### config.mk
export PLATFORM = sky130hd
export DESIGN_NAME = video_scanout
export DESIGN_NICKNAME = d
export VERILOG_FILES = /design/src/rtl/video_regs_pkg.sv /design/src/rtl/video_scanout.sv
export VERILOG_INCLUDE_DIRS = /design/src /design/src/rtl
export SDC_FILE = /design/constraint.sdc
export NUM_CORES = 1
export LEC_CHECK = 0
export ABC_AREA = 1
export BUFFER_PORTS_ARGS = -buffer_cell sky130_fd_sc_hd__buf_2
export CAP_MARGIN = 25
export CELL_PAD_IN_SITES_DETAIL_PLACEMENT = 0
export CELL_PAD_IN_SITES_GLOBAL_PLACEMENT = 1
export CORE_UTILIZATION = 31
export CTS_BUF_LIST = sky130_fd_sc_hd__clkbuf_4 sky130_fd_sc_hd__clkbuf_8
export CTS_CLUSTER_SIZE = 14
export DETAILED_ROUTE_END_ITERATION = 8
export PLACE_DENSITY = 0.92
export SLEW_MARGIN = 20
export SYNTH_ARGS = -nofsm -noshare
export SYNTH_HDL_FRONTEND = slang
export SYNTH_SLANG_ARGS = --single-unit
### constraint.sdc
create_clock -name i_clock -period 2.8 [get_ports i_clock]
set_input_delay 0.14 -clock i_clock [delete_from_list [all_inputs] [get_ports i_clock]]
set_output_delay 0.14 -clock i_clock [all_outputs]
set_load 0.1 [all_outputs]
### src/rtl/video_macros.svh
// Video controller constants

`ifndef VIDEO_MACROS_SVH
`define VIDEO_MACROS_SVH

// Bus word width.
`define VIDEO_DATA_W 32

// Beam position width.
`define VIDEO_POS_W 11

// Visible extent on both axes.
`define VIDEO_EXTENT 720

// Longest line in bytes, and the line buffer shape.
`define VIDEO_MAX_PITCH 640
`define VIDEO_LINE_WORDS (`VIDEO_MAX_PITCH / 4)
`define VIDEO_LINE_AW $clog2(`VIDEO_LINE_WORDS)

// Colour width.
`define VIDEO_RGB_W 24

`endif
### src/rtl/video_regs_pkg.sv
// Register side types

package video_regs_pkg;

	// Top nibble of the CPU offset.
	// Values other than E and F go to VRAM.
	typedef enum logic [3:0] {
		REGION_VRAM    = 4'h0,
		REGION_PALETTE = 4'hE,
		REGION_REGS    = 4'hF
	} cpu_region_e;

	// Control register index.
	typedef enum logic [2:0] {
		REG_READ_OFFSET = 3'd0,
		REG_PITCH       = 3'd1,
		REG_SKIP_MODE   = 3'd2,
		REG_SKIP_X      = 3'd3,
		REG_SKIP_Y      = 3'd4,
		REG_FRAME_COUNT = 3'd5
	} ctrl_reg_e;

	// Bit 0 doubles pixels, bit 1 doubles lines.
	typedef logic [1:0] skip_mode_t;

	// CPU address, seen as a VRAM offset or as a palette/register index.
	typedef union packed {
		struct packed {
			logic [7:0]  unused;
			logic [23:0] offset;
		} mem;
		struct packed {
			logic [7:0]  unused_hi;
			cpu_region_e region;
			logic [9:0]  unused_lo;
			logic [7:0]  entry;
			logic [1:0]  byte_sel;
		} csr;
	} cpu_addr_u;

endpackage

### src/rtl/video_scanout.sv
// Pixel scan-out

`timescale 1ns/1ps
`include "video_macros.svh"

module video_scanout import video_regs_pkg::*; (
	input  logic                      i_clock,
	input  logic                      i_rst_n,
	input  logic [`VIDEO_POS_W-1:0]   i_pos_x,
	input  logic [`VIDEO_POS_W-1:0]   i_pos_y,
	input  skip_mode_t                i_skip_mode,
	input  logic [`VIDEO_POS_W-1:0]   i_skip_x,
	input  logic [`VIDEO_POS_W-1:0]   i_skip_y,
	output logic [`VIDEO_LINE_AW-1:0] o_line_rd_addr,
	input  logic [`VIDEO_DATA_W-1:0]  i_line_rd_data,
	output logic [7:0]                o_pal_rd_addr,
	input  logic [`VIDEO_RGB_W-1:0]   i_pal_rd_data,
	output logic [`VIDEO_RGB_W-1:0]   o_rgb
);

	logic [`VIDEO_POS_W-3:0] word_idx;
	logic [1:0]              byte_sel;
	logic [1:0]              sel_q;
	logic                    in_window;
	logic [1:0]              win_q;

	assign in_window =
		(i_pos_x >= i_skip_x) && (i_pos_x < `VIDEO_POS_W'(`VIDEO_EXTENT) - i_skip_x) &&
		(i_pos_y >= i_skip_y) && (i_pos_y < `VIDEO_POS_W'(`VIDEO_EXTENT) - i_skip_y);

	// Four pixels per word, eight when doubled.
	always_comb begin
		if (i_skip_mode[0]) begin
			word_idx = {1'b0, i_pos_x[`VIDEO_POS_W-1:3]} - {1'b0, i_skip_x[`VIDEO_POS_W-1:3]};
			byte_sel = i_pos_x[2:1];
		end else begin
			word_idx = i_pos_x[`VIDEO_POS_W-1:2] - {1'b0, i_skip_x[`VIDEO_POS_W-1:3]};
			byte_sel = i_pos_x[1:0];
		end
	end

	assign o_line_rd_addr = word_idx[`VIDEO_LINE_AW-1:0];
	assign o_pal_rd_addr  = i_line_rd_data[{sel_q, 3'b000} +: 8];

	// Byte select follows the line read, the window flag both reads.
	always_ff @(posedge i_clock or negedge i_rst_n) begin
		if (!i_rst_n) begin
			sel_q <= '0;
			win_q <= '0;
		end else begin
			sel_q <= byte_sel;
			win_q <= {win_q[0], in_window};
		end
	end

	assign o_rgb = win_q[1] ? i_pal_rd_data : '0;

endmodule

==> results of run 1 <==
-- per-layer routing --
layer / wire length [um] / up-vias / global-route usage [%] / part of all wire (%)
met4: 0 / 0 / 1.21 / 0
met1: 3190 / 1330 / 20.9 / 43
met3: 444 / 0 / 2.19 / 6.0
met2: 3710 / 106 / 34.2 / 50
met5: 0 / - / 0 / 0
li1: - / 1584 / - / -
-- critical path, delay by kind of cell --
kind,cells,cell delay (ps)
xor+xnor,1,140
simple gates,2,160
compound gates,1,230
mux,1,380
buf+inv,2,710
fa+ha+maj,1,360
-- state kept, by name, indices dropped and copies added, names as in the netlist --
signal	flops
sel_q	2
win_q	2
-- worst min path at each step --
stage / startpoint / to / slack (ps) / cells after the start
after detailed placement: i_rst_n / sel_q[0] / -50 / 1
after floorplan: i_rst_n / sel_q[0] / -160 / 0
after global placement: i_rst_n / sel_q[0] / -60 / 1
after CTS: i_pos_x[1] / sel_q[1] / 230 / 2
final: i_pos_x[1] / sel_q[1] / 240 / 2
after global routing: i_pos_x[1] / sel_q[1] / 240 / 2
-- power by group --
part / switching (mW) / internal [mW]
clock network: 0.0281 / 0.0915
logic: 0.722 / 0.247
registers: 0.0147 / 0.0625
total: 0.765 / 0.401
-- cell usage after synthesis, types with 2 or more instances --
| library cell | instances |
|---|---|
| sky130_fd_sc_hd__inv_2 | 6 |
| sky130_fd_sc_hd__clkbuf_1 | 2 |
| sky130_fd_sc_hd__ha_1 | 51 |
| sky130_fd_sc_hd__nand2_1 | 107 |
| sky130_fd_sc_hd__nand3_2 | 2 |
| sky130_fd_sc_hd__o22ai_1 | 8 |
| sky130_fd_sc_hd__nor3_2 | 2 |
| sky130_fd_sc_hd__nand2_2 | 4 |
| sky130_fd_sc_hd__nand3b_1 | 4 |
| sky130_fd_sc_hd__a21oi_1 | 18 |
| sky130_fd_sc_hd__mux2_2 | 2 |
| sky130_fd_sc_hd__nand3_1 | 18 |
| sky130_fd_sc_hd__nor2_1 | 34 |
| sky130_fd_sc_hd__dfrtp_1 | 4 |
| sky130_fd_sc_hd__nor4_1 | 2 |
| sky130_fd_sc_hd__nand4_1 | 6 |
| sky130_fd_sc_hd__a21o_1 | 3 |
| sky130_fd_sc_hd__xor2_1 | 20 |
| sky130_fd_sc_hd__inv_1 | 81 |
| sky130_fd_sc_hd__buf_2 | 4 |
| sky130_fd_sc_hd__o21ai_0 | 25 |
-- cell families after synthesis --
family	count (synthesis)	synth area share (%)
AND/OR/NAND/NOR	179	31.6
buffers and inverters	93	14.7
flip-flops	4	4.14
multiplexers	3	1.35
adder cells (fa/ha/maj)	52	27.2
AO/OA/AOI/OAI	59	13.4
XOR/XNOR	21	7.61
-- metrics by stage --
step / hold WS, ps / std cells
after detailed placement: -49.3 / 646
after global routing: 237 / 650
final: 238 / 650
after floorplan: -156 / 411
after CTS: 228 / 650
after global placement: -56.8 / 646
-- timing repair --
item,in CTS,in global routing
hold buffers,1,0
endpoints found under the hold margin,4,0
gates resized for setup,0,0
-- final cells by class --
cell class                      count  area (um^2)  share of cell area, %
Multi-Input combinational cell    314         1990                   60.3
Timing Repair Buffer              143          721                   21.8
Inverter                           87          327                   9.88
Tap cell                           99          124                   3.75
Sequential cell                     4          100                   3.03
Clock buffer                        3         41.3                   1.25
==> impl_metrics.sql, run 1 <==
INSERT INTO impl_metrics (metric_group, metric, value, unit) VALUES
('grt', 'total_overflow_reported_by_the_global_router', '0', ''),
('placement', 'detailed_place.area', '3250', 'um^2'),
('floorplanning', 'core-area', '7410', 'um^2'),
('timing', 'final-setup-viol-count', '0', ''),
('cts', 'cts-root-buf', 'sky130_fd_sc_hd__clkbuf_8', ''),
('power', 'peakVddDrop', '180', 'uV'),
('detailed_routing', 'detail_route.drc_violations', '0', ''),
('final_layout', 'antennaDiodeCount', '0', ''),
('final_layout', 'fillers', '822', ''),
('detailed_routing', 'routed_wire_length_per_instance', '11.3', 'um'),
('synth', 'synth.net_count', '567', ''),
('run_status', 'run_status', 'finished, final reports clean', ''),
('grt', 'grt_max_degree', '25', ''),
('synth', 'synth.area.top_cells', 'sky130_fd_sc_hd__ha_1 (26%), sky130_fd_sc_hd__nand2_1 (17%), sky130_fd_sc_hd__inv_1 (13%)', ''),
('floorplanning', 'floorplan.io_pins', '144', ''),
('synth', 'synth.yosys.seq_area_share', '4.14', '%'),
('synth', 'synth_top_area_share', '26.4', '%'),
('synth', 'yosys_register_bits', '4', ''),
('setup_path', 'path_max_fanout', '17', ''),
('power', 'post-layout-total-power', '1.17', 'mW'),
('setup_path', 'cp_cell_sequence', 'buf_2, mux2_2, ha_1, nand2_1, nand2_1, a31oi_1, xor2_2, buf_2', ''),
('power', 'power_leakage', '2.20', 'nW'),
('final_layout', 'final_core_util', '44.6', '%'),
('power', 'powerDensity', '353', 'nW/um^2'),
('setup_path', 'critical_path.reg2reg.endpoint', 'win_q[1]', ''),
('synth', 'synthesis.yosys.warnings', '0', ''),
('final_layout', 'postLayoutCellArea', '3300', 'um^2'),
('timing', 'final_period_minus_worst_setup_slack', '2270', 'ps'),
('setup_path', 'critPathArrivalTime', '2130', 'ps'),
('timing', 'max-slew-margin-rel', '56.8', '%'),
('timing', 'grt_setup_unrepaired', 'no', ''),
('detailed_routing', 'detailroute.via_count', '3020', ''),
('cts', 'cts_tree', 'done', ''),
('final_layout', 'finish.net_count', '709', ''),
('setup_path', 'cp-start-kind', 'primary input', ''),
('timing', 'final-max-slew-violation-count', '0', ''),
('setup_path', 'cpPeakStageDelay', '430', 'ps'),
('cts', 'cts.htree.levels', '1', ''),
('synth', 'synthesized_netlist_cell_count', '411', ''),
('setup_path', 'worstSetupStartpoint', 'i_skip_mode[0]', ''),
('detailed_routing', 'postRouteWirelength', '7350', 'um'),
('cts', 'cts_setup_buffers', '0', ''),
('final_layout', 'layout-drive-gt1-share', '30.1', '%'),
('final_layout', 'post_synthesis_to_final_layout_area_growth', '36.8', '%'),
('floorplanning', 'initial_utilization', '32.6', '%'),
('detailed_routing', 'drt_iter0_markers', '89', ''),
('timing', 'final_hold_viol_count', '0', ''),
('synth', 'synth.cell_area', '2420', 'um^2'),
('timing', 'totalNegativeSetupSlack', '0', 'ps'),
('detailed_routing', 'drt-pass1-iter-count', '4', ''),
('synth', 'edff_count_synth', '0', ''),
('setup_path', 'endpoint_kind', 'output pin', ''),
('setup_path', 'timing.setup.critical_path_class', 'in2out', ''),
('detailed_routing', 'via_per_inst', '4.65', ''),
('placement', 'pre_cts_ws', '517', 'ps'),
('floorplanning', 'die_area', '8150', 'um^2'),
('placement', 'gp_routability_congestion', '0.841', ''),
('cts', 'cts_inserted_buffers', '3', ''),
('floorplanning', 'fp.dieH', '90.3', 'um'),
('flow_run', 'drv.max_cap_violation_count', '0', ''),
('timing', 'worst-slew-pin-transition', '649', 'ps'),
('placement', 'dpl.hpwl', '6440', 'um'),
('timing', 'worst_clock_skew', '1.13', 'ps'),
('setup_path', 'worst_path_max_delay_cell', 'sky130_fd_sc_hd__buf_2', ''),
('synth', 'synthDominantAreaCellType', 'sky130_fd_sc_hd__ha_1', ''),
('setup_path', 'rrSetupSlack', '2320', 'ps'),
('cts', 'cts-root-to-sink-buffers', '2', ''),
('synth', 'synth.distinct_cells', '29', ''),
('grt', 'grt_pass1_wl', '12100', 'um'),
('detailed_routing', 'drtAntennaViolNets', '0', ''),
('timing', 'worst_slack', '528', 'ps');
Power figures use the tool's default switching activity.
==> run 2, diff against run 1 <==
Settings changed: CORE_UTILIZATION 31 to 26, PLACE_DENSITY 0.92 to 0.82.
Clock period 2.8 ns to 1.85 ns, I/O delays scaled along.
==> run 2 against run 1 <==
The run now ends with design-rule violations left; cell count up 7.7%; wire length up 11%; first-iteration DRC count up 12%; clock skew down 1.1 ps; via count up 4.4%; largest cell class unchanged.
==> impl_metrics.sql, run 2 (synthesis results as in run 1) <==
INSERT INTO impl_metrics (metric_group, metric, value, unit) VALUES
('run_status', 'run_status', 'complete, but fails checks', ''),
('run_status', 'failed_checks', 'design-rule violations', ''),
('grt', 'grt_met2_use', '32.8', '%'),
('setup_path', 'cpPeakStageDelay', '390', 'ps'),
('setup_path', 'required', '1760', 'ps'),
('timing', 'grt_setup_unrepaired', 'yes', ''),
('detailed_routing', 'drtAntennaViolNets', '0', ''),
('final_layout', 'post_synthesis_to_final_layout_area_growth', '69.5', '%'),
('floorplanning', 'initial_utilization', '27.3', '%'),
('setup_path', 'critPathArrivalTime', '1660', 'ps'),
('floorplanning', 'die_area', '9680', 'um^2'),
('worst_hold_path', 'worst_hold_path_type', 'in2reg', ''),
('cts', 'worst_setup_hold_path_clk_slew', '30', 'ps'),
('power', 'post-layout-total-power', '2.22', 'mW'),
('grt', 'met3_usage', '2.51', '%'),
('timing', 'final_hold_viol_count', '0', ''),
('power', 'power_leakage', '2.53', 'nW'),
('placement', 'place.port_buffers', '142', ''),
('grt', 'grt_max_degree', '25', ''),
('cts', 'cts_inserted_buffers', '3', ''),
('cts', 'clock-sinks', '4', ''),
('timing', 'min_period_over_period', '94.6', '%'),
('cts', 'cts-root-buf', 'sky130_fd_sc_hd__clkbuf_8', ''),
('timing', 'max-slew-margin-rel', '66.0', '%'),
('final_layout', 'fillers', '911', ''),
('floorplanning', 'floorplan.io_pins', '144', ''),
('placement', 'dpl.hpwl', '7150', 'um'),
('final_layout', 'top_library_cells_by_usage_in_the_layout_fill_and_taps_aside', 'sky130_fd_sc_hd__buf_2 (124), sky130_fd_sc_hd__nand2_1 (105), sky130_fd_sc_hd__inv_1 (76), sky130_fd_sc_hd__ha_1 (46), sky130_fd_sc_hd__buf_4 (40)', ''),
('placement', 'gp_routability_congestion', '0.814', ''),
('cts', 'worst_skew_pair.late_latency', '210', 'ps'),
('placement', 'placed_cells', '688', ''),
('setup_path', 'cp_cell_sequence', 'buf_6, mux2i_2, ha_2, fa_2, inv_2, nand4_1, nand3_2, xor2_4, buf_12', ''),
('floorplanning', 'core-area', '8850', 'um^2'),
('placement', 'pre_cts_ws', '-186', 'ps'),
('grt', 'grt_pass1_wl', '13000', 'um'),
('detailed_routing', 'detail_route.drc_violations', '19', ''),
('grt', 'total_global_routing_track_utilization', '16.3', '%'),
('final_layout', 'layout-drive-gt1-share', '39.9', '%'),
('timing', 'hold_ws', '172', 'ps'),
('timing', 'max_clock_freq', '572', 'MHz'),
('timing', 'worst_clock_skew', '0.0330', 'ps'),
('power', 'powerDensity', '541', 'nW/um^2'),
('setup_path', 'timing.setup.critical_path_class', 'in2out', ''),
('flow_run', 'drv.max_cap_violation_count', '0', ''),
('cts', 'cts.htree.levels', '1', ''),
('detailed_routing', 'via_per_inst', '4.51', ''),
('final_layout', 'combined_area_of_the_multi_input_logic_cells', '2200', 'um^2'),
('final_layout', 'antennaDiodeCount', '0', ''),
('setup_path', 'endpoint_kind', 'output pin', ''),
('detailed_routing', 'drt_iter0_markers', '100', ''),
('final_layout', 'layout.cells.most_common', 'sky130_fd_sc_hd__buf_2', ''),
('final_layout', 'finish.net_count', '750', ''),
('final_layout', 'final_core_util', '46.3', '%'),
('floorplanning', 'fp.dieH', '98.4', 'um'),
('grt', 'grt_most_used_layer', 'met2', ''),
('power', 'peakVddDrop', '326', 'uV'),
('grt', 'number_of_global_route_vias_before_repair', '3030', ''),
('setup_path', 'cp-start-kind', 'primary input', ''),
('cts', 'cts-root-to-sink-buffers', '2', ''),
('timing', 'final_period_minus_worst_setup_slack', '1750', 'ps'),
('final_layout', 'top_regs', 'sel_q x2, win_q x2', ''),
('setup_path', 'path_max_fanout', '9', ''),
('timing', 'worst-slew-pin-transition', '513', 'ps'),
('detailed_routing', 'detailroute.via_count', '3154', ''),
('cts', 'cts_tree', 'done', ''),
('timing', 'worst_slack', '100', 'ps'),
('detailed_routing', 'postRouteWirelength', '8190', 'um'),
('grt', 'grt_antenna_before_repair', '0', ''),
('floorplanning', 'die_width', '98.4', 'um'),
('final_layout', 'seqCellArea', '100', 'um^2'),
('detailed_routing', 'routed_wire_length_per_instance', '11.7', 'um'),
('final_layout', 'finalNonFillerCells', '700', ''),
('grt', 'global_route.usage.met1', '18.6', '%'),
('grt', 'total_overflow_reported_by_the_global_router', '0', ''),
('timing', 'final-max-slew-violation-count', '0', ''),
('setup_path', 'worst_path_max_delay_cell', 'sky130_fd_sc_hd__fa_2', ''),
('timing', 'final-setup-viol-count', '0', ''),
('floorplanning', 'placement_rows', '34', ''),
('detailed_routing', 'drt-pass1-iter-count', '7', '');
==> run 2: cell count changes in the layout (fill, tap and decap cells not counted), moves of 3 or more <==
cell	before	now
sky130_fd_sc_hd__ha_1	51	46
sky130_fd_sc_hd__ha_4	0	3
sky130_fd_sc_hd__xor2_4	0	4
sky130_fd_sc_hd__xor2_2	4	1
sky130_fd_sc_hd__inv_2	6	9
sky130_fd_sc_hd__o22ai_2	0	8
sky130_fd_sc_hd__buf_12	0	15
sky130_fd_sc_hd__inv_1	81	76
sky130_fd_sc_hd__o22ai_1	8	0
sky130_fd_sc_hd__buf_4	0	40
sky130_fd_sc_hd__buf_2	142	124
==> run 2: per-layer routing <==
layer | share of wire (%) | up-vias
met2 | 52 | 101
met3 | 6.8 | 0
met4 | 0 | 0
li1 | - | 1670
met5 | 0 | -
met1 | 42 | 1383
==> run 2: per-stage QoR <==
| stage | instance area, um^2 | setup TNS, ps |
|---|---|---|
| finish | 4100 | 0 |
| global route | 4100 | -28.4 |
| CTS | 3950 | 0 |
| detailed placement | 3890 | -186 |
| global placement | 3890 | -121 |
| floorplan | 2620 | -855 |
==> run 2: final timing paths <==
| kind | from | end | slack (ps) | cells after the start |
|---|---|---|---|---|
| max | i_skip_mode[0] | o_line_rd_addr[6] | 100 | 9 |
| min | i_pos_x[1] | sel_q[0] | 170 | 3 |
| max reg2reg | win_q[0] | win_q[1] | 1390 | 0 |
| min reg2reg | win_q[0] | win_q[1] | 340 | 0 |
| max in group asynchronous | i_rst_n | sel_q[0] | 1490 | 2 |
| min in group asynchronous | i_rst_n | win_q[1] | 230 | 2 |
==> run 2: where the power goes <==
group          leakage (nW)  switching (mW)  internal [mW]  total, mW
Combinational          2.46            1.23          0.707       1.94
Sequential           0.0511         0.00553         0.0948      0.100
Clock                0.0216          0.0397          0.138      0.178
==> run 2: layout make-up <==
| class | count | share of cell area, % |
|---|---|---|
| flip-flops and latches | 4 | 2.44 |
| multi-input cells | 314 | 53.8 |
| inverters | 87 | 8.09 |
| repair buffers | 184 | 31.3 |
| clock buffers | 3 | 1.01 |
| well taps | 108 | 3.30 |
==> run 2: critical path, delay by kind of cell <==
| family | cells | cell delay, ps |
|---|---|---|
| adders and majority gates | 2 | 590 |
| buffers and inverters | 3 | 410 |
| and+or+nand+nor | 2 | 220 |
| xor gates and xnor gates | 1 | 180 |
| muxes | 1 | 140 |
==> run 2: repair_timing <==
| item | CTS | global route |
|---|---|---|
| endpoints found under the setup margin | 0 | 5 |
| hold endpoints to repair | 4 | 0 |
| gates resized for setup | 0 | 28 |
| setup buffers | 0 | 8 |
| hold buffers | 1 | 0 |
==> run 3, diff against run 2 <==
--- a/config.mk
+++ b/config.mk
@@ -9,5 +9,5 @@
 export ABC_AREA = 1
 export BUFFER_PORTS_ARGS = -buffer_cell sky130_fd_sc_hd__buf_2
-export CAP_MARGIN = 25
+export CAP_MARGIN = 10
 export CELL_PAD_IN_SITES_DETAIL_PLACEMENT = 0
 export CELL_PAD_IN_SITES_GLOBAL_PLACEMENT = 1
==> constraint.sdc (replaced) <==
create_clock -name i_clock -period 1.85 [get_ports i_clock]
set_input_delay 0.0925 -clock i_clock [delete_from_list [all_inputs] [get_ports i_clock]]
set_output_delay 0.0925 -clock i_clock [all_outputs]
set_load 0.005 [all_outputs]
==> run 3 against run 2 <==
Sequential cell count did not move; the run still ends with design-rule violations left; power shrank 48%; count of clock-buffer cells in the layout unchanged; highest routed layer is now met4; clock skew barely moved; via count decreased by 3.3%; sequential power increased by 17%; combinational power fell by 56%; worst setup slack better by 20 ps; register-to-register slack about the same; cell area shrank 14%; die area unchanged; first-iteration DRC count is 14% lower.
==> impl_metrics.sql, run 3 (synthesis results as in run 1) <==
INSERT INTO impl_metrics (metric_group, metric, value, unit) VALUES
('power', 'seqPwrFrac', '10.2', '%'),
('setup_path', 'cp-endpoint', 'o_line_rd_addr[6]', ''),
('setup_path', 'cp-start-kind', 'primary input', ''),
('final_layout', 'antennaDiodeCount', '0', ''),
('setup_path', 'cp_cell_sequence', 'clkbuf_4, mux2i_1, ha_1, fa_1, inv_1, nand4_1, nand3_1, xor2_1, buf_2', ''),
('cts', 'cts-root-to-sink-buffers', '2', ''),
('grt', 'total_overflow_reported_by_the_global_router', '0', ''),
('setup_path', 'worst_path_max_delay_cell', 'sky130_fd_sc_hd__fa_1', ''),
('power', 'power_frac_comb', '74.3', '%'),
('timing', 'min_period_over_period', '93.5', '%'),
('final_layout', 'fillers', '956', ''),
('setup_path', 'endpoint_kind', 'output pin', ''),
('grt', 'total_global_routing_track_utilization', '14.9', '%'),
('cts', 'clock-sinks', '4', ''),
('final_layout', 'combined_area_of_the_multi_input_logic_cells', '2010', 'um^2'),
('timing', 'final-setup-viol-count', '0', ''),
('floorplanning', 'initial_utilization', '27.3', '%'),
('timing', 'max_clock_freq', '578', 'MHz'),
('setup_path', 'cpPeakStageDelay', '410', 'ps'),
('grt', 'grt_pass1_wl', '11900', 'um'),
('setup_path', 'rrSetupSlack', '1380', 'ps'),
('cts', 'cts_tree', 'done', ''),
('grt', 'grt_max_degree', '25', ''),
('floorplanning', 'core-area', '8850', 'um^2'),
('final_layout', 'finish.net_count', '732', ''),
('placement', 'gp_routability_congestion', '0.825', ''),
('placement', 'place.port_buffers', '142', ''),
('floorplanning', 'die_width', '98.4', 'um'),
('timing', 'hold_ws', '142', 'ps'),
('power', 'powerDensity', '327', 'nW/um^2'),
('cts', 'cts_inserted_buffers', '3', ''),
('setup_path', 'worst_r2r_startpoint', 'win_q[0]', ''),
('grt', 'grt_antenna_before_repair', '0', ''),
('power', 'switching_share', '44.5', '%'),
('detailed_routing', 'drtAntennaViolNets', '0', ''),
('detailed_routing', 'drt-pass1-iter-count', '8', ''),
('timing', 'worst-slew-pin-transition', '665', 'ps'),
('timing', 'final_period_minus_worst_setup_slack', '1730', 'ps'),
('setup_path', 'timing.setup.critical_path_class', 'in2out', ''),
('power', 'clkPwrFrac', '15.5', '%'),
('final_layout', 'post_synthesis_to_final_layout_area_growth', '45.5', '%'),
('setup_path', 'critPathArrivalTime', '1640', 'ps'),
('final_layout', 'seqCellArea', '101', 'um^2'),
('detailed_routing', 'detailroute.via_count', '3049', ''),
('detailed_routing', 'routed_wire_length_per_instance', '10.7', 'um'),
('power', 'peakVddDrop', '147', 'uV'),
('timing', 'worst_clock_skew', '0.00773', 'ps'),
('run_status', 'failed_checks', 'design-rule violations', ''),
('power', 'power.internal', '638', 'uW'),
('timing', 'max-slew-margin-rel', '55.7', '%'),
('setup_path', 'required', '1760', 'ps'),
('floorplanning', 'die_area', '9680', 'um^2'),
('final_layout', 'top_library_cells_by_usage_in_the_layout_fill_and_taps_aside', 'sky130_fd_sc_hd__buf_2 (141), sky130_fd_sc_hd__nand2_1 (102), sky130_fd_sc_hd__inv_1 (77), sky130_fd_sc_hd__ha_1 (49), sky130_fd_sc_hd__nor2_1 (31)', ''),
('setup_path', 'reg2reg_depth', '0', ''),
('cts', 'cts-root-buf', 'sky130_fd_sc_hd__clkbuf_8', ''),
('cts', 'cts.htree.levels', '1', ''),
('setup_path', 'critical_path_cell_count', '9', ''),
('placement', 'placed_cells', '675', ''),
('final_layout', 'finalNonFillerCells', '682', ''),
('cts', 'worst_skew_pair.late_latency', '210', 'ps'),
('detailed_routing', 'detail_route.drc_violations', '15', ''),
('setup_path', 'worstSetupStartpoint', 'i_skip_mode[0]', ''),
('run_status', 'run_status', 'complete, but fails checks', ''),
('power', 'power_leakage', '2.30', 'nW'),
('timing', 'final_hold_viol_count', '0', ''),
('detailed_routing', 'drt_iter0_markers', '86', ''),
('timing', 'grt_setup_unrepaired', 'yes', ''),
('detailed_routing', 'via_per_inst', '4.47', ''),
('final_layout', 'layout-drive-gt1-share', '34.8', '%'),
('final_layout', 'top_regs', 'sel_q x2, win_q x2', ''),
('detailed_routing', 'postRouteWirelength', '7310', 'um'),
('floorplanning', 'floorplan.io_pins', '144', ''),
('setup_path', 'cp_top_family', 'adder cells', ''),
('final_layout', 'layout.cells.most_common', 'sky130_fd_sc_hd__buf_2', ''),
('setup_path', 'critical_path.reg2reg.endpoint', 'win_q[1]', ''),
('floorplanning', 'fp.dieH', '98.4', 'um'),
('flow_run', 'drv.max_cap_violation_count', '0', ''),
('worst_hold_path', 'worst_hold_path_type', 'in2reg', ''),
('setup_path', 'path_buf_inv', '3', ''),
('power', 'net-switching-power', '511', 'uW'),
('setup_path', 'path_max_fanout', '10', ''),
('cts', 'worst_setup_hold_path_clk_slew', '30', 'ps'),
('floorplanning', 'placement_rows', '34', ''),
('grt', 'number_of_global_route_vias_before_repair', '2820', ''),
('placement', 'dpl.hpwl', '6540', 'um'),
('timing', 'final-max-slew-violation-count', '0', '');
## run 3: changes by cell type in the layout (fill, tap and decap cells not counted), sizes merged
cell    before  now
buf        183  164
clkbuf       3    4
## run 3: power by group through the flow
| stage | logic (mW) | registers [mW] | clock network (mW) |
|---|---|---|---|
| finish | 0.854 | 0.117 | 0.178 |
| CTS | 0.834 | 0.116 | 0.186 |
| detailed placement | 0.828 | 0.118 | 0 |
| global placement | 0.815 | 0.117 | 0 |
| floorplan | 0.484 | 0.102 | 0 |
| global route | 0.984 | 0.119 | 0.192 |
## run 3: worst min path at each step
stage	start	to	slack, ps	cells past startpoint
finish	i_pos_x[1]	sel_q[0]	140	3
global route	i_pos_x[1]	sel_q[0]	170	3
CTS	i_pos_x[1]	sel_q[0]	150	3
detailed placement	i_rst_n	sel_q[1]	-90	1
global placement	i_rst_n	sel_q[0]	-90	1
floorplan	i_rst_n	sel_q[0]	-200	0
## run 3: tightest hold or removal path, delay by kind of cell
family | cells | cell delay [ps]
buf+inv | 1 | 110
compound gates | 1 | 60
simple gates | 1 | 50
## run 3: through the flow
step | worst slack (ps) | cell area [um^2] | utilization [%] | total power [mW] | TNS (ps)
after global placement | -128 | 3380 | 38.2 | 0.932 | -128
after CTS | 32.6 | 3440 | 38.8 | 1.14 | 0
after detailed placement | -178 | 3380 | 38.2 | 0.945 | -178
after global routing | -70.2 | 3520 | 39.7 | 1.30 | -70.2
final | 120 | 3520 | 39.7 | 1.15 | 0
after floorplan | 86.4 | 2420 | - | 0.586 | 0
## run 3: layer usage
layer	up-vias	GRT usage [%]	wire length, um
met4	0	2.53	69
met1	1304	17.2	3210
li1	1640	-	-
met3	4	2.79	502
met2	101	28.5	3520
met5	-	0	0
## run 3: final cells by class
| class | count | area share, % |
|---|---|---|
| repair buffers | 166 | 25.6 |
| multi-input cells | 314 | 57.2 |
| flip-flops and latches | 4 | 2.88 |
| well taps | 108 | 3.84 |
| clock buffers | 3 | 1.17 |
| inverters | 87 | 9.29 |
## run 3: timing repair
item / in CTS / in global routing
hold endpoints to repair: 4 / 0
gates resized for setup: 0 / 22
hold buffers: 1 / 0
setup endpoints to repair: 0 / 9
buffers inserted: 0 / 3
